`config.mk`:
```
export PLATFORM = sky130hd
export DESIGN_NAME = operand_fetch
export DESIGN_NICKNAME = d
export VERILOG_FILES = /design/src/common/issue_pkg.sv /design/src/verilog/operand_fetch.sv
export SDC_FILE = /design/constraint.sdc
export NUM_CORES = 1
export LEC_CHECK = 0
export BUFFER_PORTS_ARGS = -buffer_cell sky130_fd_sc_hd__clkbuf_2
export CAP_MARGIN = 20
export CORE_AREA = 4 4 243 245
export DETAILED_ROUTE_END_ITERATION = 7
export DIE_AREA = 0 0 247 249
export PLACE_DENSITY = 0.4
export SYNTH_ARGS = -nofsm -noshare
export SYNTH_HDL_FRONTEND = slang
export SYNTH_SLANG_ARGS = --single-unit
```
`constraint.sdc`:
```
create_clock -name vclk -period 1.5
set_input_delay 0 -clock vclk [all_inputs]
set_output_delay 0 -clock vclk [all_outputs]
set_load 0.02 [all_outputs]
```
`src/common/issue_pkg.sv`:
```
package issue_pkg;

    // datapath widths
    localparam int WORD_W     = 32;
    localparam int REG_ADDR_W = 5;
    localparam int SEQ_W      = 8;
    localparam int IMM_W      = 16;
    localparam int NUM_REGS   = 32;

    // identical execution lanes, slot 1 older and slot 0 younger
    localparam int NUM_LANES  = 2;

    typedef logic [REG_ADDR_W-1:0] reg_addr_t;
    typedef logic [WORD_W-1:0]     word_t;
    typedef logic [SEQ_W-1:0]      seq_t;
    typedef logic [IMM_W-1:0]      imm_t;

    // addi and lui take the immediate in place of the second operand
    typedef enum logic [2:0] {
        OP_ADD,
        OP_SUB,
        OP_AND,
        OP_OR,
        OP_XOR,
        OP_SLT,
        OP_ADDI,
        OP_LUI
    } opcode_e;

    // one decoded instruction
    typedef struct packed {
        logic      valid;
        seq_t      seq;
        opcode_e   op;
        reg_addr_t rdst;
        reg_addr_t ra1;
        reg_addr_t ra2;
        imm_t      imm;
        logic      writes;
    } instr_t;

    // producer pair, older first; younger may be invalid
    typedef struct packed {
        instr_t older;
        instr_t younger;
    } pair_t;

    // lane input, instruction plus its operand words
    typedef struct packed {
        instr_t instr;
        word_t  rd1;
        word_t  rd2;
    } issue_t;

    // lane result register
    typedef struct packed {
        logic      valid;
        seq_t      seq;
        reg_addr_t rdst;
        logic      writes;
        word_t     value;
    } result_t;

    // retire port record
    typedef struct packed {
        logic      valid;
        seq_t      seq;
        reg_addr_t rdst;
        logic      writes;
        word_t     value;
    } retire_t;

endpackage

```
`src/verilog/operand_fetch.sv`:
```
module operand_fetch (
    input  issue_pkg::instr_t  cand     [issue_pkg::NUM_LANES-1:0],
    input  logic [issue_pkg::NUM_LANES-1:0] issue_en,
    input  issue_pkg::word_t   rf_data  [2*issue_pkg::NUM_LANES-1:0],
    input  issue_pkg::result_t lane_res [issue_pkg::NUM_LANES-1:0],
    input  issue_pkg::retire_t ret      [issue_pkg::NUM_LANES-1:0],
    output issue_pkg::issue_t  issue    [issue_pkg::NUM_LANES-1:0]
);
    import issue_pkg::*;

    // newest value for one source register
    // checked oldest first so later matches override
    function automatic word_t forward(reg_addr_t ra, word_t rf_val);
        word_t val;
        val = rf_val;
        if (ra != '0) begin
            // retire stage, slot 0 is newer
            for (int s = NUM_LANES - 1; s >= 0; s--) begin
                if (ret[s].valid && ret[s].writes && ret[s].rdst == ra) begin
                    val = ret[s].value;
                end
            end
            // lane stage beats retire stage
            for (int s = NUM_LANES - 1; s >= 0; s--) begin
                if (lane_res[s].valid && lane_res[s].writes && lane_res[s].rdst == ra) begin
                    val = lane_res[s].value;
                end
            end
        end
        return val;
    endfunction

    // rf_data[2s+1] carries ra1 of slot s, rf_data[2s] ra2
    always_comb begin
        for (int s = 0; s < NUM_LANES; s++) begin
            issue[s] = '0;
            if (issue_en[s]) begin
                issue[s].instr = cand[s];
                issue[s].rd1   = forward(cand[s].ra1, rf_data[2*s+1]);
                issue[s].rd2   = forward(cand[s].ra2, rf_data[2*s]);
            end
        end
    end

endmodule

```
Word level (Yosys, flattened, before mapping)
Cells that the tools add are included.
{ "op_classes": {"n_addsub": 0, "mul": 0, "div": 0, "n_lt_le_gt_ge": 0, "n_eq_ne": 16, "n_shift": 0, "mux": 22, "n_bitwise": 0, "reduce_logical": 24} }
{ "op_table": {"columns": ["op", "count"], "rows": [
  ["32-bit two-way mux", 20],
  ["108-bit two-way mux", 2],
  ["5-bit == test", 16],
  ["1-bit logical AND", 20],
  ["5-bit nonzero test", 4]
]} }
{ "totals": {"ff_bits": 0, "latchBits": 0, "mem_bits_rw": 0, "romBits": 0, "inputBits": 406, "output_inout_bits": 216, "wordCells": 62, "n_memories": 0} }

Depth between registers and ports, before layout
{ "depth": {"depth_word": 8, "depth_mapped": 9, "depth_no_buf": 6} }

Worst setup path before layout
No wires, ideal clock.
{ "synth_path": {"path_kind": "input port to output port", "start": "input port cand[26] (netlist name)", "end": "output port issue[34] (netlist name)", "arrival_ns": 1.592, "required_ns": 1.500, "path_slack_ns": -0.092, "cell_stages": 7, "path_buffers": 2, "cell_sequence": "buf_2 or4_1 o21ai_1 clkbuf_1 a221oi_1 o311ai_1 nand2_1"} }
{ "synth_lines": {"columns": ["element", "line_no", "text"], "rows": [
  ["start, declared", "operand_fetch.sv:2", "input issue_pkg::instr_t cand [issue_pkg::NUM_LANES-1:0],"],
  ["end, declared", "operand_fetch.sv:7", "output issue_pkg::issue_t issue [issue_pkg::NUM_LANES-1:0]"]
]} }

==> reports/qor.csv <==
stage,metric,value,unit
finish,count of sequential standard cells,0,
pwr,final total power,5.02,mW
critical_path,cells along the critical path,buf_12 > xor2_4 > nor4_4 > and2_4 > buf_12 > buf_8 > nor2b_4 > o311ai_2 > nand2_1 > buf_6,
place,number of I/O port buffers,590,
finish,CLK BUF,0,
pwr,P per Cell Area,280,nW/um^2
synthesis,Syn Std Cell Area,7830,um^2
synthesis,library cells used by synthesis,39,
synthesis,synthesized area per cell,6.31,um^2
timing,max-slew headroom at the worst pin,61.8,%
route,Wirelength per Cell,28.3,um
timing,top achievable clock speed,534,MHz
finish,final design utilization,31.3,%
floorplanning,Core Footprint,57100,um^2
timing,Setup TNS,-35850,ps
finish,"leading cell type in the layout, fill and taps excluded",clkbuf_2,
route,total number of vias,13600,
timing,setup repair after global routing missed its margin,true,
route,Detail Route met2 WL,36900,um
global_routing,wire length of the first global-routing pass,98600,um
synthesis,cell types with the largest area share after synthesis,"a21oi_1 12%, mux2i_1 12%, and2_1 7.4%",
route,Residual DRC,0,
place,last weighted congestion value of the routability-driven placer,0.870,
critical_path,Crit Path Class,in2out,
synthesis,sequential-to-total area share from yosys stat,0,%
critical_path,"Slowest-stage cell, CP",nor4_4,
route,ANT nets after route,0,
route,drt initial violations,1138,
floorplanning,starting density of the core,13.7,%
critical_path,Crit Path Max Fanout,5,
finish,footprint of the flip-flops and latches,0,um^2
critical_path,sort of element at the start of the critical path,input pin,
global_routing,pin count of the biggest net entering global routing,69,
timing,Hold WS,316,ps
pwr,maximum resistive drop on vdd,0.140,mV
route,First-pass DRT Iterations,5,
timing,fin worst setup slack,-374,ps
floorplanning,number of top-level design ports,622,
global_routing,GR Overflow Total,0,
timing,actual slew at the worst max-slew pin,570,ps
finish,share of post-route cells with drive strength above 1,59.1,%
floorplanning,Core Rows,88,
critical_path,family of cells with the greatest summed delay on the critical path,simple AND/OR/NAND/NOR gates,
route,highest metal layer with signal wires,met4,
timing,number of pins exceeding their max-slew limit in the final report,0,
floorplanning,Die Outline Area,61500,um^2
finish,"leading cell types in the layout, fill and taps excluded","427 x clkbuf_2, 145 x a21oi_1, 113 x buf_4",
finish,multi-input logic area,9360,um^2
critical_path,CP required,1500,ps
outcome,status,finished with violations,
place,Post-Place Worst Slack,-635,ps
timing,post-route clock period utilization,125,%
synthesis,most area-hungry cell type in the Yosys netlist,a21oi_1,
timing,shortest period the worst path allows,1870,ps
timing,Setup Viol. Count Final,128,
critical_path,largest incremental delay on the critical path,350,ps
timing,Hold Fails Final Rpt,0,
route,DR vias/cell,5.06,
global_routing,initial antenna violation count,1,
critical_path,logic depth of the worst setup path including buffers,10,
synthesis,Syn Nets,1646,
finish,number of nets at the end of the flow,2321,
floorplanning,vertical extent of the die,249,um
critical_path,end point of the critical path,issue[63],
finish,Synth-to-Final Area Change,129,%
route,routed length on met1,30700,um
route,"wirelength, routed",75900,um
finish,number of inserted filler cells in the final layout,6040,
outcome,failing checks,setup timing,
synthesis,Synth top area share,12.3,%
global_routing,number of global-route vias before repair,13400,
critical_path,nature of the critical path endpoint,output pin,
place,Final HPWL DP,52700,um
critical_path,CP startpoint,ret[81],
critical_path,worst endpoint data arrival time,1870,ps
route,DR WL met3,5640,um
hold_path,Tightest Hold Check Type,in2out,
critical_path,count of buffer and inverter cells on the critical path,4,
floorplanning,width of the die,247,um
run,number of max-cap violations,0,
synthesis,Cells after Synth,1240,
critical_path,most prevalent standard cell on the critical path,buf_12,
pwr,leakage component of the power,8.36,nW
synthesis,number of warning messages in the yosys log,0,
global_routing,total routing usage reported by global routing,21.6,%
-- layout make-up --
type / count / share of cell area (%)
diodes: 2 / 0.0280
inverters: 34 / 0.713
multi-input cells: 1066 / 52.3
well taps: 765 / 5.35
repair buffers: 813 / 41.6
-- Yosys cell counts (4+ instances only) --
cell and count:
a21oi_1 193, a221oi_1 33, and2_1 93, and3_1 35
buf_2 36, buf_6 4, clkbuf_1 98, inv_1 34
mux2i_1 96, nand2_1 72, nand3_1 6, nand3b_1 32
nand4_1 8, nor2_1 132, nor2b_1 32, nor3_1 8
nor4_1 5, o21ai_0 96, o221a_1 47, o221a_2 49
o311ai_1 30, xnor2_1 36, xor2_1 42
-- power by group --
group,internal (mW),total [mW],switching (mW)
sequential,0,0,0
clock,0.000000103,0.000000103,0
combinational,2.38,5.02,2.64
-- tightest hold or removal path, delay by kind of cell --
kind | cells | cell delay (ps)
buffers and inverters | 2 | 200
AND/OR/NAND/NOR | 2 | 110
-- metal layers --
metal	vias to the layer above	track usage [%]
met4	0	5.97
li1	5946	-
met5	-	0
met2	890	38.1
met3	167	2.69
met1	6569	27.4
-- cells by family after synthesis --
family                 count (synthesis)  share of synthesized area [%]
multiplexers                          96                           12.3
AO/OA/AOI/OAI                        457                           40.3
buffers and inverters                175                           9.49
AND/OR/NAND/NOR                      434                           29.2
XOR/XNOR                              78                           8.73
-- metrics by stage --
step           instance area (um^2)  std cells
2_1_floorplan                  8220       1240
3_5_place_dp                  13300       2617
4_1_cts                       16000       2660
6_report                      17900       2680
5_1_grt                       17900       2679
3_3_place_gp                  13300       2617
-- worst min-delay path by stage --
stage / startpoint / end / depth (start not counted)
floorplan: rf_data[32] / issue[32] / 2
detailed placement: rf_data[49] / issue[49] / 4
global placement: rf_data[49] / issue[49] / 4
global route: rf_data[51] / issue[51] / 4
CTS: rf_data[50] / issue[50] / 4
finish: rf_data[51] / issue[51] / 4
-- what timing repair did --
item,in CTS,in global routing
hold buffers,0,0
setup buffers,32,9
resized for setup,409,440
setup endpoints to repair,128,128
cloned,15,14
pin swaps,150,163
Power figures use the tool's default switching activity.
