<file path="src/common/issue_pkg.sv">
package issue_pkg;

    // datapath widths
    localparam int WORD_W     = 32;
    localparam int REG_ADDR_W = 5;
    localparam int SEQ_W      = 8;
    localparam int IMM_W      = 16;
    localparam int NUM_REGS   = 32;

    // identical execution lanes, slot 1 older and slot 0 younger
    localparam int NUM_LANES  = 2;

    typedef logic [REG_ADDR_W-1:0] reg_addr_t;
    typedef logic [WORD_W-1:0]     word_t;
    typedef logic [SEQ_W-1:0]      seq_t;
    typedef logic [IMM_W-1:0]      imm_t;

    // addi and lui take the immediate in place of the second operand
    typedef enum logic [2:0] {
        OP_ADD,
        OP_SUB,
        OP_AND,
        OP_OR,
        OP_XOR,
        OP_SLT,
        OP_ADDI,
        OP_LUI
    } opcode_e;

    // one decoded instruction
    typedef struct packed {
        logic      valid;
        seq_t      seq;
        opcode_e   op;
        reg_addr_t rdst;
        reg_addr_t ra1;
        reg_addr_t ra2;
        imm_t      imm;
        logic      writes;
    } instr_t;

    // producer pair, older first; younger may be invalid
    typedef struct packed {
        instr_t older;
        instr_t younger;
    } pair_t;

    // lane input, instruction plus its operand words
    typedef struct packed {
        instr_t instr;
        word_t  rd1;
        word_t  rd2;
    } issue_t;

    // lane result register
    typedef struct packed {
        logic      valid;
        seq_t      seq;
        reg_addr_t rdst;
        logic      writes;
        word_t     value;
    } result_t;

    // retire port record
    typedef struct packed {
        logic      valid;
        seq_t      seq;
        reg_addr_t rdst;
        logic      writes;
        word_t     value;
    } retire_t;

endpackage

</file>
<file path="src/verilog/retire_unit.sv">
module retire_unit (
    input  logic                 clk,
    input  logic                 reset,
    input  issue_pkg::result_t   lane_res [issue_pkg::NUM_LANES-1:0],
    output issue_pkg::retire_t   retire   [issue_pkg::NUM_LANES-1:0],
    output logic [issue_pkg::NUM_LANES-1:0] we,
    output issue_pkg::reg_addr_t wa       [issue_pkg::NUM_LANES-1:0],
    output issue_pkg::word_t     wd       [issue_pkg::NUM_LANES-1:0],
    output logic [31:0]          retired_count
);
    import issue_pkg::*;

    logic [31:0] n_valid;

    // retire registers, one per lane
    always_ff @(posedge clk) begin
        for (int s = 0; s < NUM_LANES; s++) begin
            if (reset) begin
                retire[s].valid <= 1'b0;
            end else begin
                retire[s].valid  <= lane_res[s].valid;
                retire[s].seq    <= lane_res[s].seq;
                retire[s].rdst   <= lane_res[s].rdst;
                retire[s].writes <= lane_res[s].writes;
                retire[s].value  <= lane_res[s].value;
            end
        end
    end

    // write ports straight from the retire registers
    always_comb begin
        for (int s = 0; s < NUM_LANES; s++) begin
            we[s] = retire[s].valid && retire[s].writes && (retire[s].rdst != '0);
            wa[s] = retire[s].rdst;
            wd[s] = retire[s].value;
        end
        // same target, younger slot 0 holds the final value
        if (we[0] && we[1] && (wa[0] == wa[1])) begin
            we[1] = 1'b0;
        end
    end

    // counted as they enter the retire registers
    always_comb begin
        n_valid = '0;
        for (int s = 0; s < NUM_LANES; s++) begin
            n_valid = n_valid + 32'(lane_res[s].valid);
        end
    end

    always_ff @(posedge clk) begin
        if (reset) begin
            retired_count <= '0;
        end else begin
            retired_count <= retired_count + n_valid;
        end
    end

endmodule

</file>
<file path="config.mk">
export PLATFORM = sky130hd
export DESIGN_NAME = retire_unit
export DESIGN_NICKNAME = d
export VERILOG_FILES = /design/src/common/issue_pkg.sv /design/src/verilog/retire_unit.sv
export SDC_FILE = /design/constraint.sdc
export NUM_CORES = 1
export LEC_CHECK = 0
export BUFFER_PORTS_ARGS = -buffer_cell sky130_fd_sc_hd__buf_2
export CELL_PAD_IN_SITES_DETAIL_PLACEMENT = 1
export CELL_PAD_IN_SITES_GLOBAL_PLACEMENT = 1
export CORE_MARGIN = 10
export CORE_UTILIZATION = 36
export CTS_BUF_LIST = sky130_fd_sc_hd__clkbuf_4 sky130_fd_sc_hd__clkbuf_8
export CTS_CLUSTER_DIAMETER = 40
export DETAILED_ROUTE_END_ITERATION = 7
export PLACE_DENSITY_LB_ADDON = 0.1
export SYNTH_ARGS = -nofsm -noshare
export SYNTH_HDL_FRONTEND = slang
export SYNTH_SLANG_ARGS = --single-unit
</file>
<file path="constraint.sdc">
create_clock -name clk -period 4.5 [get_ports clk]
set_clock_uncertainty 0.1 [all_clocks]
set_input_delay 0 -clock clk [delete_from_list [all_inputs] [get_ports clk]]
set_output_delay 0 -clock clk [all_outputs]
set_load 0.02 [all_outputs]
</file>
# ---- Word-level counts from Yosys, hierarchy flattened
# Cells that the tools add are included.
dict set report word_totals {
  ff_bits 126
  inputBits 96
  out_inout_bits 202
  elab_cells 23
}
dict set report op_classes {
  n_addsub 2
  eq_ne 1
  n_mux 1
  n_reduce_logical 8
}
# op n
set ops {}
lappend ops {{$add 32x2->32} 1}
lappend ops {{$reduce_bool 5->1} 2}
lappend ops {{$logic_and 1x1->1} 6}
lappend ops {{$eq 5x5->1} 1}
lappend ops {{$add 1x1->2} 1}
lappend ops {{$mux 1} 1}

# ---- Depth between registers and ports, before layout
# Gate-level depths: netlist of run 1.
dict set report depth {
  word_depth 5
  mapped_depth 9
  mapped_depth_nobuf 8
}

# ---- Worst setup path before layout of run 1
# No wires, ideal clock.
dict set report synth_path {
  path_type {register -> register}
  start {reg retired_count[0]}
  end {reg retired_count[30]}
  setup_time_ns 0.071
  arrival_time_ns 2.579
  required_ns 4.329
  path_slack_ns 1.751
  stages_incl_launch_ff 10
  n_path_buf 1
  period_less_slack_ns 2.749
  path_cell_list {dfxtp_1 -> inv_1 -> fa_1 -> inv_1 -> ha_1 -> nand4_2 -> or4_1 -> buf_2 -> or4b_1 -> a21oi_1}
}
dict set report synth_between {
  elab_chain_cells 1
}
# element line_no
set synth_rtl {}
lappend synth_rtl {{start: declaration} retire_unit.sv:9} ;# output logic [31:0] retired_count
lappend synth_rtl {{start signal: assignment} retire_unit.sv:55} ;# retired_count <= retired_count + n_valid;
lappend synth_rtl {{$add 32x2->32} retire_unit.sv:55}
# No other way between the ends.
# A chain may end at the register's enable or synchronous reset.

# ---- Final worst setup path of run 1
# Ends and elaborated chain as after synthesis.

==> results of run 1 <==
[logic make-up (layout without fill, tap and decap cells)]
kind of cell | Yosys count | count (layout)
other | 0 | 4
DFF | 126 | 126
AOI/OAI and AO/OA | 41 | 41
buffers and inverters | 93 | 437
adders and majority gates | 2 | 2
and+or+nand+nor | 83 | 83
xor gates and xnor gates | 16 | 16
[layout make-up]
type | count | area, um^2 | area share (%)
clock inverter | 14 | 126 | 1.70
timing repair buffer | 395 | 2460 | 33.2
inverter | 10 | 38.8 | 0.522
antenna | 4 | 10.0 | 0.135
sequential | 126 | 3440 | 46.3
tap | 176 | 220 | 2.96
clock buffer | 18 | 241 | 3.25
multi-input combinational | 142 | 890 | 12.0
[cells in the mapped netlist]
| library cell | instances |
|---|---|
| nor4_1 | 5 |
| a21oi_1 | 17 |
| nand3_1 | 12 |
| o31a_2 | 2 |
| nand4_2 | 2 |
| a21o_1 | 1 |
| nor3_1 | 5 |
| dfxtp_1 | 34 |
| buf_4 | 74 |
| inv_1 | 10 |
| o21ai_0 | 11 |
| o311a_1 | 1 |
| or4_1 | 7 |
| or3_2 | 1 |
| nor2b_1 | 1 |
| nand2_1 | 8 |
| edfxtp_1 | 92 |
| or4b_1 | 2 |
| o41ai_1 | 2 |
| o31ai_1 | 3 |
| o21a_1 | 2 |
| buf_6 | 1 |
| xnor2_1 | 9 |
| or3_1 | 11 |
| o211ai_1 | 1 |
| clkbuf_1 | 6 |
| nand4b_1 | 1 |
| xor2_1 | 7 |
| nand2b_1 | 1 |
| a31oi_1 | 1 |
| fa_1 | 1 |
| and4_1 | 3 |
| buf_2 | 2 |
| nand4_1 | 5 |
| nor2_1 | 19 |
| ha_1 | 1 |
[through the flow]
step | total power [mW] | instance area [um^2]
2_1_floorplan | 1.66 | 4970
3_3_place_gp | 1.78 | 6090
3_5_place_dp | 1.79 | 6090
4_1_cts | 2.79 | 7420
5_1_grt | 2.88 | 7430
6_report | 2.77 | 7430
[layer usage]
| metal | routed length, um | track usage (%) | part of all wire (%) | vias up |
|---|---|---|---|---|
| met5 | 0 | 0 | 0 | - |
| met4 | 600 | 10.6 | 3.0 | 0 |
| met3 | 1740 | 6.85 | 8.8 | 42 |
| met2 | 11000 | 38.2 | 56 | 168 |
| met1 | 6410 | 19.1 | 32 | 1989 |
| li1 | - | - | - | 1906 |
[critical path, stage by stage (launching register included)]
cell     delay, ns
dfxtp_1       0.33
inv_1         0.05
fa_1          0.41
inv_1         0.10
ha_1          0.22
nand4_2       0.23
or4_1         0.68
or4b_1        0.55
a21oi_1       0.16
[state kept, by name (all words and copies together) (netlist names)]
name	flops
retire	94
retired_count	32
[power by group]
part           internal (mW)  switching (mW)
combinational          0.176           0.297
clock                  0.485           0.440
sequential              1.33          0.0448
[what timing repair did]
action                                 4_1_cts  5_1_grt
setup buffers                                0        0
resized for setup                            0        0
endpoints found under the hold margin      122        0
hold buffers                                97        0
[final timing paths]
check                 endpoint  slack (ns)  cells past startpoint
min reg2reg  retired_count[31]        0.38                      2
max          retired_count[30]        1.60                      8
max reg2reg  retired_count[30]        1.60                      8
min                 retire[10]        0.17                      2
==> out/qor.yml, run 1 <==
logic_synthesis:
  netlist_instances: 361
  synth_area_leaders: "edfxtp_1 56%, dfxtp_1 14%, buf_4 11%, a21oi_1 1.7%, xnor2_1 1.6%"
  synth_mux_area_share_pct: 0
  synth_compound_area_share_pct: 4.96
  yosysWarnings: 0
  synth.avg_cell_area_um2: 13.8
  synth.distinct_cells: 36
  synth_nets: 459
  yosysTopAreaCellShare_pct: 55.6
  synthSimpleGateAreaFrac_pct: 9.47
  synth_top_family_by_area: "buffers and inverters"
  synth_xor_area_share_pct: 2.82
  yosysSeqAreaShare_pct: 69.3
  syn_area_um2: 4970
  synth_seq_cells: 126
  synthAdderAreaFrac_pct: 0.655
  yosysTopAreaCell: "edfxtp_1"
critical_path:
  arrival_ns: 3.15
  crit_path_start: "retired_count[0]"
  critical_path_class: "flop to flop"
  crit_fanout: 8
  setup.worst_path.end_class: "flop"
  r2r-start: "retired_count[0]"
  required_ns: 4.76
  cp-start-kind: "flop"
route:
  first_pass_iters: 5
  drt_wl_total_um: 19800
  drc: 0
  detail_route.iter0.violations: 217
  ant_nets: 0
  dr_total_vias: 4105
  via_per_inst: 4.64
  post_drt_wl_per_cell_um: 22.3
final_layout:
  finalNonFillerCells: 885
  fillerInstances: 1478
  layout_commonest_cell: "buf_2"
  final_nets: 790
  drive_above_1_share_pct: 47.1
  layout_common_cells: "297 x buf_2, 97 x dlygate4sd3_1, 92 x edfxtp_1"
  area_growth_pct: 49.6
  fin_util_pct: 55.5
clock_tree:
  cts_sinks: 126
  clock_latency_ns: 0.44
  cts_tree: "yes"
  cts-buffers-inserted: 17
  cts.clk_slew.worst_paths_ns: 0.07
  htree_levels: 4
  root_buffer: "clkbuf_8"
  clock_path_buffers: 2
floorplan:
  placementRows: 42
  die_area_um2: 18900
  start_util_pct: 37.1
  ios: 298
  core_area_um2: 13400
  die_y_um: 137
  die_w_um: 137
power:
  p_per_area_nw_per_um2: 373
  vdd_ir_drop_max_mv: 0.157
  leakagePower_nw: 3.20
sta:
  relSlewSlack_pct: 38.1
  fin_ws_ns: 1.60
  period_needed_ns: 2.90
  max_slew.worst_pin.slew_ns: 0.928
  rsz0062_at_grt: "false"
  hold_viol: 0
  slew_viol_final: 0
  holdWs_ns: 0.170
  min_period_over_period_pct: 64.3
  fin_tns_setup_ns: 0
  timing.fmax_mhz: 345
  finalSetupViolCount: 0
flow_run:
  maxCapViolCount: 0
min_path:
  hp-class: "input port to flop"
  holdCritStartpoint: "lane_res[10]"
grt:
  grt_max_degree: 76
  antenna_found_initial: 4
  grt_pass1_vias: 4497
  grt_pass1_wl_um: 28400
  overflow: 0
  grt.total_usage_pct: 20.4
placement:
  hpwlAfterDp_um: 14000
  port_buffers: 297
  place_inst: 752
  place_ws_ns: 1.62
  gp_congestion: 0.875
run_status:
  status: "complete, no violations"
Note: power is estimated with default switching activity, not from simulation.
==> run 2: changes to the inputs <==
- CORE_UTILIZATION: 36 -> 33
- clock period: 4.5 -> 2.95 ns (I/O delays scaled with it)
==> run 2 against run 1 <==
  * Critical path depth did not move
  * First-iteration DRC count fell by 33%
  * Global-route usage fell by 2.7 points
  * Die area rose by 7.7%
  * Highest routed layer unchanged
  * Total power rose by 55%
==> out/qor.yml, run 2 (same netlist as run 1, synthesis figures left out) <==
sta:
  max_slew.worst_pin.slew_ns: 0.772  # was 0.928 ns
  timing.fmax_mhz: 367  # was 345 MHz
  slew_viol_final: 0  # unchanged
  rsz0062_at_grt: "false"  # unchanged
  relSlewSlack_pct: 48.5  # was 38.1%
  finalSetupViolCount: 0  # unchanged
  period_needed_ns: 2.73  # was 2.90 ns
  hold_viol: 0  # unchanged
  fin_tns_setup_ns: 0  # unchanged
  min_period_over_period_pct: 92.5  # was 64.3%
route:
  post_drt_wl_per_cell_um: 21.2  # was 22.3 um
  detail_route.iter0.violations: 145  # was 217
  drt_wl_total_um: 18900  # was 19,800 um
  drc: 0  # unchanged
  first_pass_iters: 5  # unchanged
  ant_nets: 0  # unchanged
  dr_total_vias: 4062  # was 4,105
  via_per_inst: 4.56  # was 4.64
final_layout:
  layout_common_cells: "297 x buf_2, 97 x dlygate4sd3_1, 92 x edfxtp_1"  # unchanged
  largest_reg_flops: 94  # unchanged
  area_growth_pct: 50.4  # was 49.6%
  antenna_cells: 0  # was 4
  drive_above_1_share_pct: 47.4  # was 47.1%
  layout_commonest_cell: "buf_2"  # unchanged
  largest_register: "retire"  # unchanged
  largestRegisters: "retire x94, retired_count x32"  # unchanged
  finalNonFillerCells: 891  # was 885
  final_nets: 793  # was 790
  fin_area_um2: 7470  # was 7430 um^2
grt:
  grt_pass1_wl_um: 27200  # was 28,400 um
  gr-max-usage-layer: "met2"  # unchanged
  antenna_found_initial: 0  # was 4
  overflow: 0  # unchanged
  grt.total_usage_pct: 17.7  # was 20.4%
  use_met3_pct: 6.53  # was 6.85%
  grt_max_degree: 60  # was 76
  grt_use_met1_pct: 17.7  # was 19.1%
  grt_pass1_vias: 4409  # was 4,497
  grtUsageMet2_pct: 32.8  # was 38.2%
clock_tree:
  cts_resized: 0  # unchanged
  clock_path_buffers: 2  # unchanged
  cts_sinks: 126  # unchanged
  cts_tree: "yes"  # unchanged
  htree_levels: 4  # unchanged
  clock_latency_ns: 0.42  # was 0.44 ns
  cts.clk_slew.worst_paths_ns: 0.07  # about the same
  root_buffer: "clkbuf_8"  # unchanged
  cts-buffers-inserted: 17  # unchanged
floorplan:
  start_util_pct: 33.9  # was 37.1%
  core_area_um2: 14600  # was 13,400 um^2
  die_area_um2: 20400  # was 18,900 um^2
  die_w_um: 143  # was 137 um
  placementRows: 44  # was 42
  ios: 298  # unchanged
  die_y_um: 143  # was 137 um
critical_path:
  crit_fanout: 8  # unchanged
  required_ns: 3.20  # was 4.76 ns
  r2r-end: "retired_count[30]"  # unchanged
  r2r-start: "retired_count[0]"  # unchanged
  reg2regPathDepth: 8  # unchanged
  rrSetupSlack_ns: 0.22  # was 1.60 ns
  setup.worst_path.end_class: "flop"  # unchanged
  critical_path_class: "flop to flop"  # unchanged
  arrival_ns: 2.98  # was 3.15 ns
  cp-start-kind: "flop"  # unchanged
run_status:
  status: "complete, no violations"  # unchanged
power:
  vdd_ir_drop_max_mv: 0.320  # was 0.157 mV
  p_per_area_nw_per_um2: 576  # was 373 nW/um^2
  leakagePower_nw: 3.23  # was 3.20 nW
placement:
  placed_cell_area_um2: 6120  # was 6090 um^2
  port_buffers: 297  # unchanged
  place_inst: 763  # was 752
  hpwlAfterDp_um: 14000  # about the same
  gp_congestion: 0.745  # was 0.875
min_path:
  holdCritStartpoint: "lane_res[80]"  # was lane_res[10]
  hp-class: "input port to flop"  # unchanged
  whs_path_depth: 2  # unchanged
  hold_path_end: "retire[80]"  # was retire[10]
flow_run:
  maxCapViolCount: 0  # unchanged
==> run 2: cell count changes in the layout (fill, tap and decap cells not counted) <==
| cell | before | now |
|---|---|---|
| diode_2 | 4 | 0 |
| buf_4 | 1 | 4 |
| clkbuf_4 | 1 | 4 |
| clkinvlp_4 | 3 | 0 |
| bufinv_16 | 2 | 3 |
| clkinv_1 | 4 | 3 |
| clkinv_4 | 1 | 0 |
==> run 2: worst max-delay path by stage <==
stage,endpoint,depth (start not counted),slack [ns],from
detailed placement,retired_count[22],9,0.21,retired_count[0]
CTS,retired_count[22],9,0.20,retired_count[0]
global route,retired_count[22],9,0.04,retired_count[0]
global placement,retired_count[30],8,0.32,retired_count[0]
floorplan,retired_count[30],9,0.20,retired_count[0]
finish,retired_count[30],8,0.22,retired_count[0]
==> run 2: stage by stage <==
stage	util (%)	power (mW)	setup WS (ns)	hold WS [ns]
after detailed placement	41.8	2.74	0.214	0.0785
after CTS	51.0	4.36	0.201	0.133
final	51.0	4.30	0.222	0.181
after global routing	51.0	4.48	0.0415	0.154
after floorplan	-	2.53	0.201	-0.00113
after global placement	41.8	2.72	0.318	0.0764
==> run 2: final cells by class <==
class | instances | area, um^2
inverter | 10 | 38.8
fill | 1622 | 7170
multi-input combinational | 142 | 890
clock buffer | 21 | 264
sequential | 126 | 3440
timing repair buffer | 398 | 2490
clock inverter | 10 | 121
tap | 184 | 230
==> run 2: where the power goes <==
group          total (mW)  internal [mW]  switching [mW]
Combinational       0.713          0.269           0.444
Clock                1.50          0.854           0.646
Sequential           2.09           2.02          0.0672
Total                4.30           3.15            1.16
==> run 2: critical path, cell delays in order (launching register included) <==
cell	delay [ns]
dfxtp_1	0.33
inv_1	0.06
fa_1	0.41
inv_1	0.10
ha_1	0.22
nand4_2	0.12
or4_1	0.63
or4b_1	0.54
a21oi_1	0.15
==> run 2: layer usage <==
metal | vias up | wire, um
li1 | 1900 | -
met5 | - | 0
met2 | 152 | 10200
met4 | 0 | 313
met1 | 1990 | 6850
met3 | 20 | 1490
==> run 2: repair_timing <==
item / CTS / global route
buffers inserted: 0 / 0
hold endpoints to repair: 110 / 0
hold buffers: 97 / 0
