**config.mk**
```make
export PLATFORM = sky130hd
export DESIGN_NAME = issue_queue
export DESIGN_NICKNAME = d
export VERILOG_FILES = /design/src/common/issue_pkg.sv /design/src/issue/issue_queue.sv
export SDC_FILE = /design/constraint.sdc
export NUM_CORES = 1
export LEC_CHECK = 0
export ABC_AREA = 1
export ABC_CLOCK_PERIOD_IN_PS = 8400
export BUFFER_PORTS_ARGS = -buffer_cell sky130_fd_sc_hd__buf_4
export CORE_ASPECT_RATIO = 0.8
export CORE_MARGIN = 3
export CORE_UTILIZATION = 54
export DETAILED_ROUTE_END_ITERATION = 10
export PLACE_DENSITY = 0.73
export SLEW_MARGIN = 20
export SYNTH_ARGS = -nofsm -noshare
export SYNTH_HDL_FRONTEND = slang
export SYNTH_SLANG_ARGS = --single-unit
```
**constraint.sdc**
```tcl
create_clock -name clk -period 8.4 [get_ports clk]
set_clock_uncertainty 0.15 [all_clocks]
set_input_delay 1.68 -clock clk [delete_from_list [all_inputs] [get_ports clk]]
set_output_delay 1.68 -clock clk [all_outputs]
set_load 0.02 [all_outputs]
```
**src/common/issue_pkg.sv**
```systemverilog
package issue_pkg;

    // datapath widths
    localparam int WORD_W     = 32;
    localparam int REG_ADDR_W = 5;
    localparam int SEQ_W      = 8;
    localparam int IMM_W      = 16;
    localparam int NUM_REGS   = 32;

    // identical execution lanes, slot 1 older and slot 0 younger
    localparam int NUM_LANES  = 2;

    typedef logic [REG_ADDR_W-1:0] reg_addr_t;
    typedef logic [WORD_W-1:0]     word_t;
    typedef logic [SEQ_W-1:0]      seq_t;
    typedef logic [IMM_W-1:0]      imm_t;

    // addi and lui take the immediate in place of the second operand
    typedef enum logic [2:0] {
        OP_ADD,
        OP_SUB,
        OP_AND,
        OP_OR,
        OP_XOR,
        OP_SLT,
        OP_ADDI,
        OP_LUI
    } opcode_e;

    // one decoded instruction
    typedef struct packed {
        logic      valid;
        seq_t      seq;
        opcode_e   op;
        reg_addr_t rdst;
        reg_addr_t ra1;
        reg_addr_t ra2;
        imm_t      imm;
        logic      writes;
    } instr_t;

    // producer pair, older first; younger may be invalid
    typedef struct packed {
        instr_t older;
        instr_t younger;
    } pair_t;

    // lane input, instruction plus its operand words
    typedef struct packed {
        instr_t instr;
        word_t  rd1;
        word_t  rd2;
    } issue_t;

    // lane result register
    typedef struct packed {
        logic      valid;
        seq_t      seq;
        reg_addr_t rdst;
        logic      writes;
        word_t     value;
    } result_t;

    // retire port record
    typedef struct packed {
        logic      valid;
        seq_t      seq;
        reg_addr_t rdst;
        logic      writes;
        word_t     value;
    } retire_t;

endpackage

```
**src/issue/issue_queue.sv**
```systemverilog
module issue_queue #(
    parameter int QUEUE_DEPTH = 8
) (
    input  logic                       clk,
    input  logic                       reset,
    input  logic                       in_req,
    input  issue_pkg::pair_t           in_pair,
    output logic                       in_ack,
    input  logic                       hold,
    output issue_pkg::instr_t          cand [1:0],
    output logic [1:0]                 issue_en,
    output logic [$clog2(QUEUE_DEPTH):0] free_count
);
    import issue_pkg::*;

    localparam int PTR_W = $clog2(QUEUE_DEPTH);

    // instruction storage
    instr_t entries [QUEUE_DEPTH];

    logic [PTR_W-1:0] head;
    logic [PTR_W-1:0] head_nxt;
    logic [PTR_W-1:0] tail;
    logic [PTR_W-1:0] tail_nxt;
    logic [PTR_W:0]   count;
    logic [PTR_W:0]   n_in;
    logic [PTR_W:0]   n_out;
    logic             store;
    logic             raw_hazard;

    // pointer wrap comes free with a power-of-two depth
    assign head_nxt = head + 1'b1;
    assign tail_nxt = tail + 1'b1;

    assign free_count = (PTR_W + 1)'(QUEUE_DEPTH) - count;

    // accept on a fresh request with room for a full pair
    assign store = in_req && !in_ack && (free_count >= 2);

    assign n_in = (PTR_W + 1)'(in_pair.older.valid) + (PTR_W + 1)'(in_pair.younger.valid);

    // candidate 1 is the head, candidate 2 the entry behind it
    always_comb begin
        cand[1] = entries[head];
        cand[1].valid = (count != '0);
        cand[0] = entries[head_nxt];
        cand[0].valid = (count >= 2);
    end

    // younger may not read what the older one writes
    always_comb begin
        raw_hazard = cand[1].writes && (cand[1].rdst != '0) &&
                     ((cand[1].rdst == cand[0].ra1) || (cand[1].rdst == cand[0].ra2));
    end

    always_comb begin
        issue_en[1] = cand[1].valid && !hold;
        issue_en[0] = issue_en[1] && cand[0].valid && !raw_hazard;
    end

    assign n_out = (PTR_W + 1)'(issue_en[1]) + (PTR_W + 1)'(issue_en[0]);

    // pointers and occupancy
    always_ff @(posedge clk) begin
        if (reset) begin
            head  <= '0;
            tail  <= '0;
            count <= '0;
        end else begin
            head <= head + PTR_W'(n_out);
            if (store) begin
                tail <= tail + PTR_W'(n_in);
            end
            count <= count + (store ? n_in : '0) - n_out;
        end
    end

    // older goes to the tail, younger right behind it
    always_ff @(posedge clk) begin
        if (store) begin
            if (in_pair.older.valid) begin
                entries[tail] <= in_pair.older;
            end
            if (in_pair.younger.valid) begin
                entries[tail_nxt] <= in_pair.younger;
            end
        end
    end

    // four-phase ack
    // rises the cycle after a store, falls once req is seen low
    always_ff @(posedge clk) begin
        if (reset) begin
            in_ack <= 1'b0;
        end else if (store) begin
            in_ack <= 1'b1;
        end else if (in_ack && !in_req) begin
            in_ack <= 1'b0;
        end
    end

endmodule

```
# Yosys cells after proc, flatten, opt, wreduce, memory -nomap -nowiden
# Memories as Yosys holds them, arrays and structs flattened. A register that Yosys moved wholly into a read port is not among the register bits.
# Index checks and enable logic that the tools add are counted.
[op_classes]
addsub = 9
n_mul = 0
div_mod_pow = 0
n_lt_le_gt_ge = 2
n_eq_ne = 2
shift = 0
muxes = 10
bitwise_logic = 0
reduce_logical = 16
[ops]
columns = ["op", "n"]
rows = [
  ["== test 5 bit", 2],
  ["greater-or-equal comparator 4 x 2 -> 1 bit, second input constant", 2],
  ["logical AND 1 bit", 8],
  ["two-way mux 1 bit", 8],
  ["adder 3 x 1 -> 3 bit, second input constant", 2],
  ["adder 3 x 2 -> 3 bit", 2],
  ["nonzero test 5 bit", 1],
  ["adder 1 x 1 -> 2 bit", 2],
  ["adder 4 x 2 -> 4 bit", 1],
  ["logical NOT 1 bit", 4],
  ["nonzero test 4 bit", 1],
  ["subtractor 4 x 2 -> 4 bit", 1],
  ["subtractor 4 bit, first input constant", 1],
  ["two-way mux 3 bit", 1],
  ["two-way mux 2 bit", 1],
  ["nonzero test 2 bit", 1],
  ["logical OR 1 bit", 1],
]
[word_totals]
reg_bits = 11
latch_bits = 0
ram_bits = 352
romBits = 0
in_bits = 92
output_inout_bits = 95
elab_cells = 44
n_memories = 1
[mem_list]
columns = ["name", "words", "width", "read_ports", "rd_ports_with_merged_regs", "wr", "line", "text"]
rows = [
  ["entries", 8, 44, 2, 1, 2, "issue_queue.sv:19", "instr_t entries [QUEUE_DEPTH];"],
]

# Longest topological paths before layout
# Gate-level depths: netlist of run 1.
# An unclocked memory read counts as a cell.
[logic_depth]
ltp_word = 10
ltp_mapped = 23

# Worst setup path after synthesis of run 1
# No wires, ideal clock.
[synth_timing]
kind = "input-to-reg"
from = "in in_req"
to = "mem entries[0][0] (netlist name), enable pin"
setup_time_ps = 503
arrival_time_ps = 5315
required_time_ps = 7747
setup_slack_ps = 2432
cell_stages = 6
path_buffers = 0
cell_sequence = "inv_1 > nor2_1 > nand2_4 > nor2_1 > nand3_1 > o21ai_0"
[synth_rtl]
columns = ["element", "line", "text"]
rows = [
  ["from (decl)", "issue_queue.sv:6", "input logic in_req,"],
  ["to (decl)", "issue_queue.sv:19", ""],
]

# Final worst setup path of run 1
[layout_timing]
from = "reg head[2]"
to = "out issue_en[0]"
[layout_via]
elab_chain_len = 7
[layout_rtl]
columns = ["element", "line", "text"]
rows = [
  ["from (decl)", "issue_queue.sv:21", "logic [PTR_W-1:0] head;"],
  ["from (signal assigned)", "issue_queue.sv:70", "head <= head + PTR_W'(n_out);"],
  ["adder 3 x 1 -> 3 bit (*)", "issue_queue.sv:32", "assign head_nxt = head + 1'b1;"],
  ["memory (8 x 44 bit) (*)", "n/a", ""],
  ["== test 5 bit", "issue_queue.sv:53", "((cand[1].rdst == cand[0].ra1) || (cand[1].rdst == cand[0].ra2));"],
  ["logical OR 1 bit (*)", "issue_queue.sv:53", ""],
  ["logical AND 1 bit (*)", "issue_queue.sv:52", "raw_hazard = cand[1].writes && (cand[1].rdst != '0) &&"],
  ["logical NOT 1 bit (*)", "issue_queue.sv:58", "issue_en[0] = issue_en[1] && cand[0].valid && !raw_hazard;"],
  ["logical AND 1 bit (*)", "issue_queue.sv:58", ""],
  ["to (decl)", "issue_queue.sv:11", "output logic [1:0] issue_en,"],
]
# Mark *: on every way between the ends. The rest lies on a longest branch, timed or not.

==> reports/qor.csv, run 1 <==
metric,value,unit
status,finished clean,
synth_nets,2871,
grt_pass1_vias,18100,
rsz0062_at_grt,no,
critPathKind,register to primary output,
synth_top_area_cell,edfxtp_1,
tightest_slew,1150,ps
stdcell_count,3329,
hold_class,register to register,
track_usage,29.7,%
layout_common_cells,"nand2_1, o21ai_0, edfxtp_1",
dr.pass1.iters,7,
diodes,0,
hold_buffers,0,
netlist.area_leader.share,47.4,%
die_area,42800,µm²
finalCriticalPeriod,5860,ps
numPortBuffers,186,
area_growth,10.7,%
grt.overflow.total,0,
finalHoldViolCount,0,
grt_pass1_wl,100000,µm
ys_seq_area_share,48.4,%
hpwl,37000,µm
routed_wl,65400,µm
antenna_found_initial,1,
slew_headroom,23.4,%
power,8.56,mW
maxCapViolations,0,
cpMostUsedCell,nand2_1,
synth_area_leaders,"edfxtp_1, nand2_1, o21ai_0",
cp_num_buf_inv,3,
start_util,55.0,%
post-place-ws,3210,ps
post-route-util,60.9,%
syn_area,21800,µm²
htreeDepth,2,
grt_max_degree,292,
root_buffer,clkbuf_16,
arrival,4030,ps
endpoint_kind,primary output,
drv_slew,0,
cts_tree,built,
drive_gt1_share,10.7,%
max_freq,171,MHz
ys_types,32,
io_pins,187,
netlist_instances,2762,
die_x,231,µm
coreArea,39600,µm²
final_common_cell,nand2_1,
avgSynthCellArea,7.89,µm²
drc,0,
cts_sinks,355,
chipHeight,186,µm
slowest_delay,680,ps
drtIter0Drc,2684,
cp_max_fo,46,
dpl.cell_count,3259,
cts-resized-gates,0,
crit_family,buffers and inverters,
critPathLaunchType,register,
clockBufferDepth,3,
clk_latency,550,ps
powerDensity,355,nW/µm²
num_rows,65,
wl_per_cell,19.7,µm
tns,0,ps
critical_path.cell_chain,"buf_4, xor2_4, buf_4, nand3_1, nand2_1, nand2_1, nand2_1, nor2_1, nand3_1, nand2_1, a21oi_1, buf_4",
ys_warn_count,0,
vdd_drop_max,0.268,mV
antenna_left,0,
vias_per_cell,5.95,
setup_ws,2540,ps
dr_total_vias,19800,
cts_inserted_buffers,40,
clk_pin_slew,60,ps
ys_seq_elements,355,
post-route-period-util,69.8,%
p_leak,10.2,nW
cts_setup_buffers,0,
slowest_stage,buf_4,
gp_congestion,0.857,
setup_viol,0,
nNetsFinal,2874,
worst_ep_required_time,6570,ps
sequential cells by signal, indices dropped and copies added (netlist names):
signal,cells
entries,344
count,4
head,3
tail,3
in_ack,1
routing by layer:
metal / wire length, µm / GRT usage, % / part of all wire, %
met5: 13 / 0 / 0.020
met3: 7120 / 4.83 / 11
met2: 29800 / 47.3 / 45
met1: 26200 / 40.9 / 40
met4: 2360 / 12.0 / 3.6
Yosys cell counts:
library cell,n
a21o_1,1
a21oi_1,194
a221oi_1,12
a31oi_1,70
buf_1,18
buf_2,75
buf_4,2
buf_6,32
clkbuf_1,121
clkbuf_2,1
clkinv_1,3
dfxtp_1,11
edfxtp_1,344
fa_1,4
ha_1,13
inv_1,255
inv_2,1
nand2_1,690
nand2_4,9
nand3_1,75
nand3_2,1
nand3b_2,1
nor2_1,138
nor2_8,1
nor3_1,2
o211ai_1,33
o21a_1,1
o21ai_0,407
o21ai_1,234
o21ai_2,6
xnor2_1,5
xor2_2,2
metrics by stage:
step	hold slack, ps	cell area, µm²
detailed placement	381	22900
global placement	359	22900
global route	433	24100
floorplan	403	21800
CTS	400	24100
finish	401	24100
final timing paths:
path	from	end	slack [ps]	cells past startpoint
worst min-delay path	in_ack	in_ack	400	2
worst min register to register	in_ack	in_ack	400	2
worst max-delay path	head[2]	issue_en[0]	2540	12
worst max register to register	head[2]	count[3]	3320	19
cell families after synthesis:
kind of cell,synth area share [%]
XOR/XNOR,0.350
buffers and inverters,10.3
AND/OR/NAND/NOR,16.7
AO/OA/AOI/OAI,23.1
adder cells (fa/ha/maj),1.11
flip-flops,48.4
worst register-to-register path: cells and delay by family (launching register included):
kind	cells	cell delay, ps
and+or+nand+nor	7	660
adders and majority gates	3	950
DFF	1	630
AOI/OAI and AO/OA	5	790
buffers and inverters	3	1380
xor gates and xnor gates	1	450
final cells by class:
class	count	area [µm²]
clock buffers	48	1050
clock inverters	22	130
fillers	3448	15500
inverters	259	978
multi-input cells	1899	9150
flip-flops and latches	355	10600
well taps	536	671
repair buffers	210	1590
where the power goes:
part	leakage, nW	switching, mW	internal [mW]	total (mW)
registers	3.21	0.137	2.19	2.33
clock network	0.579	0.723	0.920	1.64
logic	6.46	3.10	1.49	4.59
Power figures use the tool's default switching activity.
==> run 2: changes to the inputs <==
Settings changed: ABC_CLOCK_PERIOD_IN_PS 8400 to 4800, PLACE_DENSITY 0.73 to 0.76.
Clock period 8.4 ns to 4.8 ns, I/O delays scaled along.
==> run 2 against run 1 <==
Against the previous run:
- final cell count is 0.54% higher
- count of clock-buffer cells in the layout fell by 2
- final area is 1.0% higher
- largest power group unchanged
- setup slack worse by 2400 ps
- highest routed layer unchanged
- largest cell class unchanged
- critical path type unchanged
==> reports/qor.csv, run 2 (same netlist as run 1, synthesis figures left out) <==
metric,value,unit,change
status,finished clean,,
finalCriticalPeriod,4610,ps,
critical_path.cell_chain,"buf_4, buf_6, nor2_1, nor2_1, o21ai_0, nand2_1, nor2_1, a31oi_1, buf_4",,
cts_tree,built,,
antenna_left,0,,unchanged
top_usage_layer,met2,,
grt_pass1_wl,103000,µm,+2.7%
grt.met1_usage,40.1,%,-0.82 points
endpoint_kind,primary output,,
biggestRegsByFlops,"entries (344), count (4)",,
nNetsFinal,2890,,+0.56%
hold_start,in_ack,,
grt.overflow.total,0,,unchanged
setup_viol,0,,unchanged
die_area,42800,µm²,unchanged
coreArea,39600,µm²,unchanged
post-route-period-util,96.1,%,
numPortBuffers,186,,unchanged
hpwl,40700,µm,+9.9%
slowest_delay,640,ps,-40 ps
cts_inserted_buffers,38,,-5.0%
largest_reg_flops,344,,unchanged
cts_sinks,355,,unchanged
cp_num_buf_inv,3,,unchanged
track_usage,30.7,%,+0.99 points
vdd_drop_max,0.599,mV,+120%
slew_headroom,37.0,%,+14 points
num_rows,65,,unchanged
cpMostUsedCell,nor2_1,,
hold_class,register to register,,
layout_common_cells,"nand2_1, o21ai_0, edfxtp_1",,
crit_family,buffers and inverters,,
clk_latency,540,ps,about the same
tightest_slew,946,ps,-203 ps
chipHeight,186,µm,unchanged
maxCapViolations,0,,unchanged
rrSetupSlack,530,ps,-2790 ps
drive_gt1_share,11.4,%,+0.72 points
io_pins,187,,unchanged
finalHoldViolCount,0,,unchanged
area_growth,11.9,%,
hold_depth,2,,unchanged
drc,0,,unchanged
worst_ep_required_time,3690,ps,-2880 ps
top_register,entries,,
gp_congestion,0.864,,+0.88%
dpl.cell_count,3277,,+0.55%
critPathLaunchType,register,,
start_util,55.0,%,unchanged
antenna_found_initial,2,,+1
met2_usage,50.7,%,+3.4 points
p_leak,10.4,nW,+1.8%
arrival,3500,ps,-530 ps
drtIter0Drc,2694,,+0.37%
slowest_stage,buf_4,,
grt_max_degree,217,,-26%
ff2ff_path_depth,21,,+2
clk_pin_slew,60,ps,about the same
final_common_cell,nand2_1,,
drv_slew,0,,unchanged
powerDensity,629,nW/µm²,+77%
worstReg2RegStart,head[0],,
use_met3,5.40,%,+0.57 points
grt_pass1_vias,19000,,+4.9%
clockBufferDepth,3,,unchanged
r2r_end,count[3],,
dr.pass1.iters,7,,unchanged
routed_wl,67800,µm,+3.6%
rsz0062_at_grt,no,,
wl_per_cell,20.3,µm,+3.0%
max_freq,217,MHz,
stdcell_count,3347,,+0.54%
htreeDepth,2,,unchanged
dr_total_vias,20200,,+2.1%
root_buffer,clkbuf_16,,
power,15.3,mW,+79%
die_x,231,µm,unchanged
holdPathEnd,in_ack,,
critPathKind,register to primary output,,
vias_per_cell,6.04,,+1.5%
cp_max_fo,110,,+140%
## run 2: cell count changes in the layout (fill, tap and decap cells not counted)
cell       before  now
nand2_8         3    0
nand2_4         6    9
xnor2_2         0    1
buf_12          1    4
diode_2         0    1
bufinv_16       1    7
inv_6           3    2
buf_4         209  223
clkinv_1       13    8
xnor2_4         1    0
clkbuf_16      41   39
buf_6           0    1
clkinv_2        7    8
## run 2: cell type report
| class | count | area, µm² |
|---|---|---|
| diodes | 1 | 2.50 |
| clock buffers | 46 | 1000 |
| clock inverters | 23 | 288 |
| fillers | 3402 | 15200 |
| inverters | 259 | 978 |
| multi-input cells | 1899 | 9110 |
| flip-flops and latches | 355 | 10600 |
| well taps | 536 | 671 |
| repair buffers | 228 | 1770 |
## run 2: how the worst max path moves through the flow
| stage | from | end | slack [ps] | cells after the start |
|---|---|---|---|---|
| global placement | head[0] | count[2] | 740 | 18 |
| CTS | head[0] | cand[76] | 100 | 9 |
| detailed placement | head[0] | count[3] | 650 | 16 |
| finish | head[0] | cand[76] | 190 | 9 |
| global route | head[0] | cand[76] | 60 | 9 |
| floorplan | count[0] | entries[0][0] | -590 | 9 |
## run 2: layer usage
metal  share of wire (%)  wire, µm
met3                  11      7740
met1                  38     25700
met5               0.019        13
met4                 3.8      2600
met2                  47     31700
## run 2: power breakdown
group / internal [mW] / switching, mW / total, mW
clock: 1.86 / 1.26 / 3.13
sequential: 3.83 / 0.158 / 3.99
combinational: 2.65 / 5.57 / 8.23
## run 2: stage by stage
stage	instance area, µm²	setup slack [ps]	hold WS (ps)	utilization [%]	setup TNS [ps]
floorplan	21800	-595	403	-	-204650
global placement	23100	735	364	58.3	0
detailed placement	23100	646	364	58.3	0
CTS	24400	101	388	61.5	0
global route	24400	57.9	421	61.6	0
finish	24400	186	386	61.6	0
## run 2: worst min-delay path: stages, from the launching register on
cell	delay, ps
dfxtp_1	350
o211ai_1	110
inv_1	50
## run 2: what timing repair did
item / CTS / global route
endpoints found under the hold margin: 0 / 0
gates resized for setup: 0 / 1
setup buffers: 0 / 0
endpoints found under the setup margin: 0 / 7
hold buffers: 0 / 0
